$ cat src/include/vec_alu_params.svh
/*
 * vector ALU sizing, shared by the package and every RTL block
 */

`ifndef VEC_ALU_PARAMS_SVH
`define VEC_ALU_PARAMS_SVH

// ============================================================
// vector shape
// ============================================================

// lanes per vector word
`define VEC_LANES 4

// result lane, also the register file and temp buffer lane
`define TMP_BW 16

// SRAM operand lanes and DRAM write lanes
`define DATA_BW 8

// ============================================================
// storage sizes
// ============================================================

// vector registers
`define REG_DEPTH 16

// words buffered per operand stream
`define STREAM_DEPTH 4

`endif

$ cat src/source/vec_alu_pkg.sv
/*
 * vector ALU package: opcode, operand source and logic subop
 * encodings, plus the lane types
 */

`default_nettype none

`include "vec_alu_params.svh"

package vec_alu_pkg;

	// ============================================================
	// instruction encodings
	// ============================================================

	// 5 and 7 are reserved and compute zero
	typedef enum logic [2:0] {
		ADD     = 3'd0,
		SUB     = 3'd1,
		SQDIFF  = 3'd2,
		ABSDIFF = 3'd3,
		MAC     = 3'd4,
		LOGIC   = 3'd6
	} alu_op_e;

	// where an operand comes from
	typedef enum logic [2:0] {
		CONST = 3'd0,
		REG   = 3'd1,
		STRM0 = 3'd2,
		STRM1 = 3'd3,
		TMP0  = 3'd4,
		TMP1  = 3'd5
	} opnd_src_e;

	// LOGIC subop rides in the shamt field
	typedef enum logic [4:0] {
		SELZ = 5'd0,
		MAX  = 5'd2,
		MIN  = 5'd3
	} logic_sub_e;

	// ============================================================
	// lane types
	// ============================================================
	typedef logic signed [`TMP_BW-1:0] lane_t;
	typedef logic [`DATA_BW-1:0] data_lane_t;

endpackage

`default_nettype wire

$ cat src/source/lane_fifo.sv
/*
 * operand stream FIFO: buffers SRAM vector words and offers
 * the head word over rdy/ack
 */

`timescale 1ns/1ps
`default_nettype none

`include "vec_alu_params.svh"

module lane_fifo (
	input  wire                      i_clk,
	input  wire                      i_rst_n,
	input  wire                      i_push,
	input  wire vec_alu_pkg::data_lane_t i_push_data [`VEC_LANES],
	output logic                     o_full,
	output logic                     o_rdy,
	input  wire                      i_ack,
	output vec_alu_pkg::data_lane_t  o_head [`VEC_LANES]
);

	localparam int DEPTH  = `STREAM_DEPTH;
	localparam int PTR_BW = (DEPTH > 1) ? $clog2(DEPTH) : 1;
	localparam int CNT_BW = $clog2(DEPTH + 1);

	vec_alu_pkg::data_lane_t mem [DEPTH][`VEC_LANES];
	logic [PTR_BW-1:0] wr_ptr;
	logic [PTR_BW-1:0] rd_ptr;
	logic [CNT_BW-1:0] count;
	logic do_push;
	logic do_pop;

	function automatic logic [PTR_BW-1:0] next_ptr(input logic [PTR_BW-1:0] ptr);
		next_ptr = (ptr == PTR_BW'(DEPTH - 1)) ? '0 : ptr + 1'b1;
	endfunction

	// a push into a full FIFO is dropped
	assign do_push = i_push && !o_full;
	assign do_pop  = i_ack && o_rdy;
	assign o_full  = (count == CNT_BW'(DEPTH));
	assign o_rdy   = (count != '0);
	assign o_head  = mem[rd_ptr];

	always_ff @(posedge i_clk) begin
		if (!i_rst_n) begin
			wr_ptr <= '0;
			rd_ptr <= '0;
			count  <= '0;
		end else begin
			if (do_push) wr_ptr <= next_ptr(wr_ptr);
			if (do_pop) rd_ptr <= next_ptr(rd_ptr);
			if (do_push && !do_pop) count <= count + 1'b1;
			else if (do_pop && !do_push) count <= count - 1'b1;
		end
	end

	always_ff @(posedge i_clk) begin
		if (do_push) mem[wr_ptr] <= i_push_data;
	end

endmodule

`default_nettype wire

$ cat src/source/vec_regfile.sv
/*
 * vector register file, one combinational read port and
 * one clocked write port
 */

`timescale 1ns/1ps
`default_nettype none

`include "vec_alu_params.svh"

module vec_regfile #(
	parameter int ABW = $clog2(`REG_DEPTH)
) (
	input  wire                      i_clk,
	input  wire                      i_rst_n,
	input  wire [ABW-1:0]            i_raddr,
	output vec_alu_pkg::lane_t       o_rdata [`VEC_LANES],
	input  wire                      i_we,
	input  wire [ABW-1:0]            i_waddr,
	input  wire vec_alu_pkg::lane_t  i_wdata [`VEC_LANES]
);

	vec_alu_pkg::lane_t regs [`REG_DEPTH][`VEC_LANES];

	// read is visible in the cycle after a write lands
	assign o_rdata = regs[i_raddr];

	always_ff @(posedge i_clk) begin
		if (!i_rst_n) begin
			for (int r = 0; r < `REG_DEPTH; r++) begin
				for (int l = 0; l < `VEC_LANES; l++) begin
					regs[r][l] <= '0;
				end
			end
		end else if (i_we) begin
			regs[i_waddr] <= i_wdata;
		end
	end

endmodule

`default_nettype wire

$ cat src/source/temp_buf.sv
/*
 * two-entry result delay line, lets an instruction chain on the
 * previous and the second-previous result
 */

`timescale 1ns/1ps
`default_nettype none

`include "vec_alu_params.svh"

module temp_buf (
	input  wire                      i_clk,
	input  wire                      i_rst_n,
	input  wire                      i_we,
	input  wire vec_alu_pkg::lane_t  i_wdata [`VEC_LANES],
	output vec_alu_pkg::lane_t       o_tmp0 [`VEC_LANES],
	output vec_alu_pkg::lane_t       o_tmp1 [`VEC_LANES]
);

	// ============================================================
	// shift on write
	// ============================================================

	// entry 0 is the newest result, entry 1 the one before it
	always_ff @(posedge i_clk) begin
		if (!i_rst_n) begin
			for (int l = 0; l < `VEC_LANES; l++) begin
				o_tmp0[l] <= '0;
				o_tmp1[l] <= '0;
			end
		end else if (i_we) begin
			for (int l = 0; l < `VEC_LANES; l++) begin
				o_tmp1[l] <= o_tmp0[l];
				o_tmp0[l] <= i_wdata[l];
			end
		end
	end

	// nothing moves without a write, so a
	// stalled instruction sees stable operands

endmodule

`default_nettype wire

$ cat src/source/vec_alu.sv
/*
 * vector ALU: picks three operands per lane, runs one lane-wise
 * operation and commits over the rdy/ack handshakes
 */

`timescale 1ns/1ps
`default_nettype none

`include "vec_alu_params.svh"

module vec_alu (
	input  wire                          i_op_rdy,
	output logic                         o_op_ack,
	input  wire [2:0]                    i_opcode,
	input  wire [4:0]                    i_shamt,
	input  wire [2:0]                    i_src_a,
	input  wire [2:0]                    i_src_b,
	input  wire [2:0]                    i_src_c,
	input  wire vec_alu_pkg::lane_t      i_const_a,
	input  wire vec_alu_pkg::lane_t      i_const_b,
	input  wire vec_alu_pkg::lane_t      i_const_c,
	input  wire                          i_to_reg,
	input  wire                          i_to_temp,
	input  wire                          i_to_dram,
	input  wire vec_alu_pkg::lane_t      i_rdata [`VEC_LANES],
	input  wire vec_alu_pkg::lane_t      i_tmp0 [`VEC_LANES],
	input  wire vec_alu_pkg::lane_t      i_tmp1 [`VEC_LANES],
	input  wire                          i_s0_rdy,
	output logic                         o_s0_ack,
	input  wire vec_alu_pkg::data_lane_t i_s0_data [`VEC_LANES],
	input  wire                          i_s1_rdy,
	output logic                         o_s1_ack,
	input  wire vec_alu_pkg::data_lane_t i_s1_data [`VEC_LANES],
	output logic                         o_reg_we,
	output logic                         o_tbuf_we,
	output vec_alu_pkg::lane_t           o_wdata [`VEC_LANES],
	output logic                         o_dramwd_rdy,
	input  wire                          i_dramwd_ack,
	output vec_alu_pkg::data_lane_t      o_dramwd [`VEC_LANES],
	output logic                         o_inst_commit
);

	vec_alu_pkg::alu_op_e    op;
	vec_alu_pkg::opnd_src_e  src_a;
	vec_alu_pkg::opnd_src_e  src_b;
	vec_alu_pkg::opnd_src_e  src_c;
	vec_alu_pkg::lane_t      opa [`VEC_LANES];
	vec_alu_pkg::lane_t      opb [`VEC_LANES];
	vec_alu_pkg::lane_t      opc [`VEC_LANES];
	logic need_s0;
	logic need_s1;
	logic data_rdy;
	logic commit;

	// ============================================================
	// operand select, one lane
	// ============================================================
	function automatic vec_alu_pkg::lane_t sel_lane(
		input vec_alu_pkg::opnd_src_e  src,
		input vec_alu_pkg::lane_t      cval,
		input vec_alu_pkg::lane_t      rval,
		input vec_alu_pkg::lane_t      t0,
		input vec_alu_pkg::lane_t      t1,
		input vec_alu_pkg::data_lane_t s0,
		input vec_alu_pkg::data_lane_t s1
	);
		case (src)
			vec_alu_pkg::CONST: sel_lane = cval;
			vec_alu_pkg::REG:   sel_lane = rval;
			// stream lanes are sign extended
			vec_alu_pkg::STRM0: sel_lane = $signed(s0);
			vec_alu_pkg::STRM1: sel_lane = $signed(s1);
			vec_alu_pkg::TMP0:  sel_lane = t0;
			vec_alu_pkg::TMP1:  sel_lane = t1;
			default:            sel_lane = '0;
		endcase
	endfunction

	// ============================================================
	// lane compute
	// ============================================================
	function automatic vec_alu_pkg::lane_t lane_op(
		input vec_alu_pkg::alu_op_e op_i,
		input logic [4:0]           shamt,
		input vec_alu_pkg::lane_t   a,
		input vec_alu_pkg::lane_t   b,
		input vec_alu_pkg::lane_t   c
	);
		logic signed [`DATA_BW-1:0]   d8;
		logic signed [2*`DATA_BW-1:0] prod;
		vec_alu_pkg::lane_t           d16;
		vec_alu_pkg::lane_t           term;
		// narrow difference wraps at DATA_BW before squaring
		d8  = b[`DATA_BW-1:0] - c[`DATA_BW-1:0];
		d16 = b - c;
		case (op_i)
			vec_alu_pkg::ADD: begin
				term = b + c;
				lane_op = a + (term >>> shamt);
			end
			vec_alu_pkg::SUB: lane_op = a + (d16 >>> shamt);
			vec_alu_pkg::SQDIFF: begin
				prod = d8 * d8;
				term = prod >>> shamt;
				lane_op = a + term;
			end
			vec_alu_pkg::ABSDIFF: begin
				term = (d16 < 0) ? -d16 : d16;
				lane_op = a + (term >>> shamt);
			end
			vec_alu_pkg::MAC: begin
				prod = $signed(b[`DATA_BW-1:0]) * $signed(c[`DATA_BW-1:0]);
				term = prod >>> shamt;
				lane_op = a + term;
			end
			vec_alu_pkg::LOGIC: begin
				case (vec_alu_pkg::logic_sub_e'(shamt))
					vec_alu_pkg::SELZ: lane_op = (a == 0) ? b : c;
					vec_alu_pkg::MAX:  lane_op = (b > c) ? b : c;
					vec_alu_pkg::MIN:  lane_op = (b < c) ? b : c;
					default:           lane_op = '0;
				endcase
			end
			// reserved opcodes
			default: lane_op = '0;
		endcase
	endfunction

	assign op    = vec_alu_pkg::alu_op_e'(i_opcode);
	assign src_a = vec_alu_pkg::opnd_src_e'(i_src_a);
	assign src_b = vec_alu_pkg::opnd_src_e'(i_src_b);
	assign src_c = vec_alu_pkg::opnd_src_e'(i_src_c);

	always_comb begin
		for (int i = 0; i < `VEC_LANES; i++) begin
			opa[i] = sel_lane(src_a, i_const_a, i_rdata[i], i_tmp0[i], i_tmp1[i],
				i_s0_data[i], i_s1_data[i]);
			opb[i] = sel_lane(src_b, i_const_b, i_rdata[i], i_tmp0[i], i_tmp1[i],
				i_s0_data[i], i_s1_data[i]);
			opc[i] = sel_lane(src_c, i_const_c, i_rdata[i], i_tmp0[i], i_tmp1[i],
				i_s0_data[i], i_s1_data[i]);
			o_wdata[i]  = lane_op(op, i_shamt, opa[i], opb[i], opc[i]);
			o_dramwd[i] = o_wdata[i][`DATA_BW-1:0];
		end
	end

	// ============================================================
	// handshake
	// ============================================================

	// a stream is popped once even if several operands read it
	assign need_s0 = (src_a == vec_alu_pkg::STRM0) || (src_b == vec_alu_pkg::STRM0) ||
		(src_c == vec_alu_pkg::STRM0);
	assign need_s1 = (src_a == vec_alu_pkg::STRM1) || (src_b == vec_alu_pkg::STRM1) ||
		(src_c == vec_alu_pkg::STRM1);
	assign data_rdy = i_op_rdy && (!need_s0 || i_s0_rdy) && (!need_s1 || i_s1_rdy);

	// DRAM writes hold everything until the write is taken
	assign o_dramwd_rdy = data_rdy && i_to_dram;
	assign commit = i_to_dram ? (data_rdy && i_dramwd_ack) : data_rdy;

	assign o_op_ack      = commit;
	assign o_inst_commit = commit;
	assign o_reg_we      = commit && i_to_reg;
	assign o_tbuf_we     = commit && i_to_temp;
	assign o_s0_ack      = commit && need_s0;
	assign o_s1_ack      = commit && need_s1;

endmodule

`default_nettype wire

$ cat src/source/vec_alu_top.sv
/*
 * vector ALU stage top: ALU, two operand stream FIFOs,
 * register file and temp buffer
 */

`timescale 1ns/1ps
`default_nettype none

`include "vec_alu_params.svh"

module vec_alu_top #(
	parameter int ABW = $clog2(`REG_DEPTH)
) (
	input  wire                          i_clk,
	input  wire                          i_rst_n,
	// instruction
	input  wire                          i_op_rdy,
	input  wire [2:0]                    i_opcode,
	input  wire [4:0]                    i_shamt,
	input  wire [2:0]                    i_src_a,
	input  wire [2:0]                    i_src_b,
	input  wire [2:0]                    i_src_c,
	input  wire vec_alu_pkg::lane_t      i_const_a,
	input  wire vec_alu_pkg::lane_t      i_const_b,
	input  wire vec_alu_pkg::lane_t      i_const_c,
	input  wire                          i_to_reg,
	input  wire                          i_to_temp,
	input  wire                          i_to_dram,
	input  wire [ABW-1:0]                i_reg_raddr,
	input  wire [ABW-1:0]                i_reg_waddr,
	// operand streams
	input  wire                          i_s0_push,
	input  wire vec_alu_pkg::data_lane_t i_s0_data [`VEC_LANES],
	output logic                         o_s0_full,
	input  wire                          i_s1_push,
	input  wire vec_alu_pkg::data_lane_t i_s1_data [`VEC_LANES],
	output logic                         o_s1_full,
	// DRAM write
	output logic                         o_dramwd_rdy,
	input  wire                          i_dramwd_ack,
	output vec_alu_pkg::data_lane_t      o_dramwd [`VEC_LANES],
	// status and result
	output logic                         o_op_ack,
	output logic                         o_inst_commit,
	output logic                         o_reg_we,
	output logic [ABW-1:0]               o_reg_waddr,
	output vec_alu_pkg::lane_t           o_wdata [`VEC_LANES]
);

	logic s0_rdy;
	logic s0_ack;
	logic s1_rdy;
	logic s1_ack;
	logic tbuf_we;
	vec_alu_pkg::data_lane_t s0_head [`VEC_LANES];
	vec_alu_pkg::data_lane_t s1_head [`VEC_LANES];
	vec_alu_pkg::lane_t rdata [`VEC_LANES];
	vec_alu_pkg::lane_t tmp0 [`VEC_LANES];
	vec_alu_pkg::lane_t tmp1 [`VEC_LANES];

	assign o_reg_waddr = i_reg_waddr;

	lane_fifo u_s0_fifo (
		.i_clk(i_clk), .i_rst_n(i_rst_n), .i_push(i_s0_push), .i_push_data(i_s0_data),
		.o_full(o_s0_full), .o_rdy(s0_rdy), .i_ack(s0_ack), .o_head(s0_head)
	);

	lane_fifo u_s1_fifo (
		.i_clk(i_clk), .i_rst_n(i_rst_n), .i_push(i_s1_push), .i_push_data(i_s1_data),
		.o_full(o_s1_full), .o_rdy(s1_rdy), .i_ack(s1_ack), .o_head(s1_head)
	);

	vec_regfile #(.ABW(ABW)) u_regfile (
		.i_clk(i_clk), .i_rst_n(i_rst_n), .i_raddr(i_reg_raddr), .o_rdata(rdata),
		.i_we(o_reg_we), .i_waddr(i_reg_waddr), .i_wdata(o_wdata)
	);

	temp_buf u_temp_buf (
		.i_clk(i_clk), .i_rst_n(i_rst_n), .i_we(tbuf_we), .i_wdata(o_wdata),
		.o_tmp0(tmp0), .o_tmp1(tmp1)
	);

	vec_alu u_alu (
		.i_op_rdy(i_op_rdy), .o_op_ack(o_op_ack),
		.i_opcode(i_opcode), .i_shamt(i_shamt),
		.i_src_a(i_src_a), .i_src_b(i_src_b), .i_src_c(i_src_c),
		.i_const_a(i_const_a), .i_const_b(i_const_b), .i_const_c(i_const_c),
		.i_to_reg(i_to_reg), .i_to_temp(i_to_temp), .i_to_dram(i_to_dram),
		.i_rdata(rdata), .i_tmp0(tmp0), .i_tmp1(tmp1),
		.i_s0_rdy(s0_rdy), .o_s0_ack(s0_ack), .i_s0_data(s0_head),
		.i_s1_rdy(s1_rdy), .o_s1_ack(s1_ack), .i_s1_data(s1_head),
		.o_reg_we(o_reg_we), .o_tbuf_we(tbuf_we), .o_wdata(o_wdata),
		.o_dramwd_rdy(o_dramwd_rdy), .i_dramwd_ack(i_dramwd_ack), .o_dramwd(o_dramwd),
		.o_inst_commit(o_inst_commit)
	);

endmodule

`default_nettype wire

$ cat config.mk
export PLATFORM = sky130hd
export DESIGN_NAME = vec_alu_top
export DESIGN_NICKNAME = d
export VERILOG_FILES = /design/src/source/vec_alu_pkg.sv /design/src/source/lane_fifo.sv /design/src/source/vec_regfile.sv /design/src/source/temp_buf.sv /design/src/source/vec_alu.sv /design/src/source/vec_alu_top.sv
export VERILOG_INCLUDE_DIRS = /design/src /design/src/include
export SDC_FILE = /design/constraint.sdc
export NUM_CORES = 2
export LEC_CHECK = 0
export ABC_CLOCK_PERIOD_IN_PS = 46400
export BUFFER_PORTS_ARGS = -buffer_cell sky130_fd_sc_hd__buf_2
export CAP_MARGIN = 20
export CORE_MARGIN = 3
export CORE_UTILIZATION = 55
export CTS_CLUSTER_SIZE = 20
export DETAILED_ROUTE_END_ITERATION = 12
export PLACE_DENSITY = 0.74
export SYNTH_ARGS = -nofsm -noshare
export SYNTH_HDL_FRONTEND = slang
export SYNTH_SLANG_ARGS = --single-unit
$ cat constraint.sdc
create_clock -name i_clk -period 46.4 [get_ports i_clk]
set_clock_uncertainty 0.2 [all_clocks]
set_input_delay 4.64 -clock i_clk [delete_from_list [all_inputs] [get_ports i_clk]]
set_output_delay 4.64 -clock i_clk [all_outputs]
set_load 0.1 [all_outputs]
==> impl_metrics.tcl <==
set metrics [dict create \
    vias 84500 \
    antenna_found_initial 21 \
    most-common-layout-cells "nor2_1 (1568), edfxtp_1 (1280), inv_1 (781), nand2_1 (617), a21oi_1 (558)" \
    ys_seq_elements 1426 \
    drv_cap 0 \
    cts_tree "built" \
    cp_data_arrival_time_ns 22.33 \
    setup-tns-final_ns 0 \
    ys_seq_area_share_pct 40.0 \
    portBuffers 251 \
    rr_startpoint "u_regfile.regs[15][19]" \
    vias_per_cell 6.82 \
    slew_viol_final 0 \
    cpMostUsedCell "buf_4" \
    hold_buffers 0 \
    rows 158 \
    drc 0 \
    finalHoldViolCount 0 \
    dp_hpwl_um 282000 \
    clk_pin_slew_worst_paths_ns 0.07 \
    syn_avg_cell_area_um2 10.6 \
    worstSetupEndpointType "primary output" \
    reg2reg_slack_ns 30.52 \
    grt_max_degree 85 \
    fin_crit_ns 27.17 \
    gp_congestion 1.05 \
    clock_latency_ns 0.81 \
    setup_viol 0 \
    worstSetupStartpointType "input port" \
    hold_end "u_temp_buf.o_tmp1[40]" \
    io-pin-count 252 \
    first_global_vias 82200 \
    layout_commonest_cell "nor2_1" \
    die_width_um 440 \
    syn_area_mm2 0.104 \
    cts_buffers 137 \
    syn_nets 10800 \
    synth.distinct_cells 118 \
    synthCells 9785 \
    worst_pin_slew_ns 1.36 \
    async_reset_ff_share_pct 0 \
    cts_sinks 1426 \
    cts_buffer_depth 3 \
    ys.flop_type "edfxtp_1" \
    die_area_mm2 0.193 \
    path_class "input port to primary output" \
    outcome "finished, final reports clean" \
    grtUsageTotal_pct 40.6 \
    fmax_mhz 36.8 \
    ant_nets 0 \
    max_stage_delay_ns 0.76 \
    post-cts-setup-buffer-count 0 \
    synth_warnings 0 \
    maxSlewHeadroom_pct 9.51 \
    drive_above_1_share_pct 16.4 \
    root_buffer "clkbuf_16" \
    synth_edf_count 1280 \
    first_iter_violations 13200 \
    start_util_pct 55.6 \
    layout.nets 10800 \
    rsz0062_at_grt "no" \
    crit_required_ns 41.56 \
    dr.pass1.iters 7 \
    grt_overflow 0 \
    hold_depth 2 \
    grt_first_pass_wirelength_um 571000 \
    totalWireLength_um 397000 \
    ff2ff_path_depth 48 \
    cts_resized 0 \
    core_area_mm2 0.186 \
    worstPathMaxFanout 65 \
    die_h_um 440 \
    worstHoldStart "u_temp_buf.o_tmp0[40]" \
    fin_crit_sh_pct 58.5 \
    critical_path.slowest_cell "buf_4" \
    h-tree-depth 4 \
    worst_r2r_endpoint "u_regfile.regs[6][29]" \
    area_delta_synth_final_pct 8.09 \
    min_path_type "register to register" \
    routedWlPerCell_um 32.0 \
]
registers in the layout, summed over array words and instances, names as in the netlist, named ones only:
signal,count
u_s0_fifo.mem,128
u_s1_fifo.mem,128
u_s1_fifo.wr_ptr,2
u_s1_fifo.rd_ptr,2
u_s1_fifo.count,3
u_s0_fifo.rd_ptr,2
u_temp_buf.o_tmp1,64
u_s0_fifo.count,3
u_regfile.regs,1024
u_s0_fifo.wr_ptr,2
u_temp_buf.o_tmp0,64
layer usage:
metal  part of all wire, %  up-vias  global-route usage [%]
li1                      -    35200                       -
met1                    36    41700                    51.9
met2                    44     6294                    61.0
met3                    13     1306                    11.3
met4                   7.7       14                    25.9
met5                 0.028        -                       0
synth_stat cells, drive strengths merged, types with 85 or more instances:
library cell,count,share of area [%]
edfxtp,1280,37
mux2i,222,2.1
nor2,1578,5.8
xor2,101,0.85
a21oi,576,2.8
dfxtp,146,2.8
xnor2,172,1.5
o22ai,117,0.71
ha,464,5.6
and2,96,0.58
nand2,647,2.3
mux4,354,7.7
o21ai,325,1.6
inv,807,2.9
nor3,122,0.59
fa,398,7.7
buf,267,1.6
clkbuf,416,1.5
mux2,285,3.1
o221ai,85,0.73
a211oi,112,0.93
through the flow:
stage          hold WS (ns)  util, %  setup slack (ns)  cell area [um^2]  std cells
2_1_floorplan         0.252        -             24.14            104000       9785
3_3_place_gp          0.260     57.6             19.83            107000      12100
3_5_place_dp          0.270     57.6             19.61            107000      12100
4_1_cts               0.263     60.0             19.46            112000      12400
5_1_grt               0.297     60.1             18.13            112000      12400
6_report              0.277     60.1             19.23            112000      12400
cells by family after synthesis:
family,Yosys count,share of synthesized area [%]
AND/OR/NAND/NOR,2908,12.2
buffers and inverters,1498,6.07
flip-flops,1426,40.0
adder cells (fa/ha/maj),862,13.3
AO/OA/AOI/OAI,1955,13.1
XOR/XNOR,275,2.37
multiplexers,861,13.0
worst max-delay path by stage:
stage,from,to,depth (start not counted)
detailed placement,i_reg_raddr[0],o_wdata[15],51
finish,i_reg_raddr[0],o_wdata[15],53
CTS,i_reg_raddr[0],o_wdata[15],53
global route,i_reg_raddr[0],o_wdata[15],53
global placement,i_reg_raddr[0],o_wdata[15],53
floorplan,i_reg_raddr[1],o_wdata[15],52
final cells by class:
cell class | instances | area [um^2]
Tap cell | 2480 | 3100
Sequential cell | 1426 | 41400
Fill cell | 15100 | 74300
Timing Repair Buffer | 552 | 3560
Inverter | 815 | 3060
Clock inverter | 72 | 835
Antenna cell | 13 | 32.5
Multi-Input combinational cell | 6861 | 56200
Clock buffer | 179 | 3700
critical path: cells and delay by family:
family                   cells  cell delay (ns)
buffers and inverters       13             4.88
AO/OA/AOI/OAI               20             6.26
AND/OR/NAND/NOR              6             0.91
adder cells (fa/ha/maj)      7             3.06
XOR/XNOR                     3             0.81
multiplexers                 4             1.56
Power is left out: the tool's default activity adds up to more than one toggle a clock period on the data nets, which glitch-free logic cannot reach.
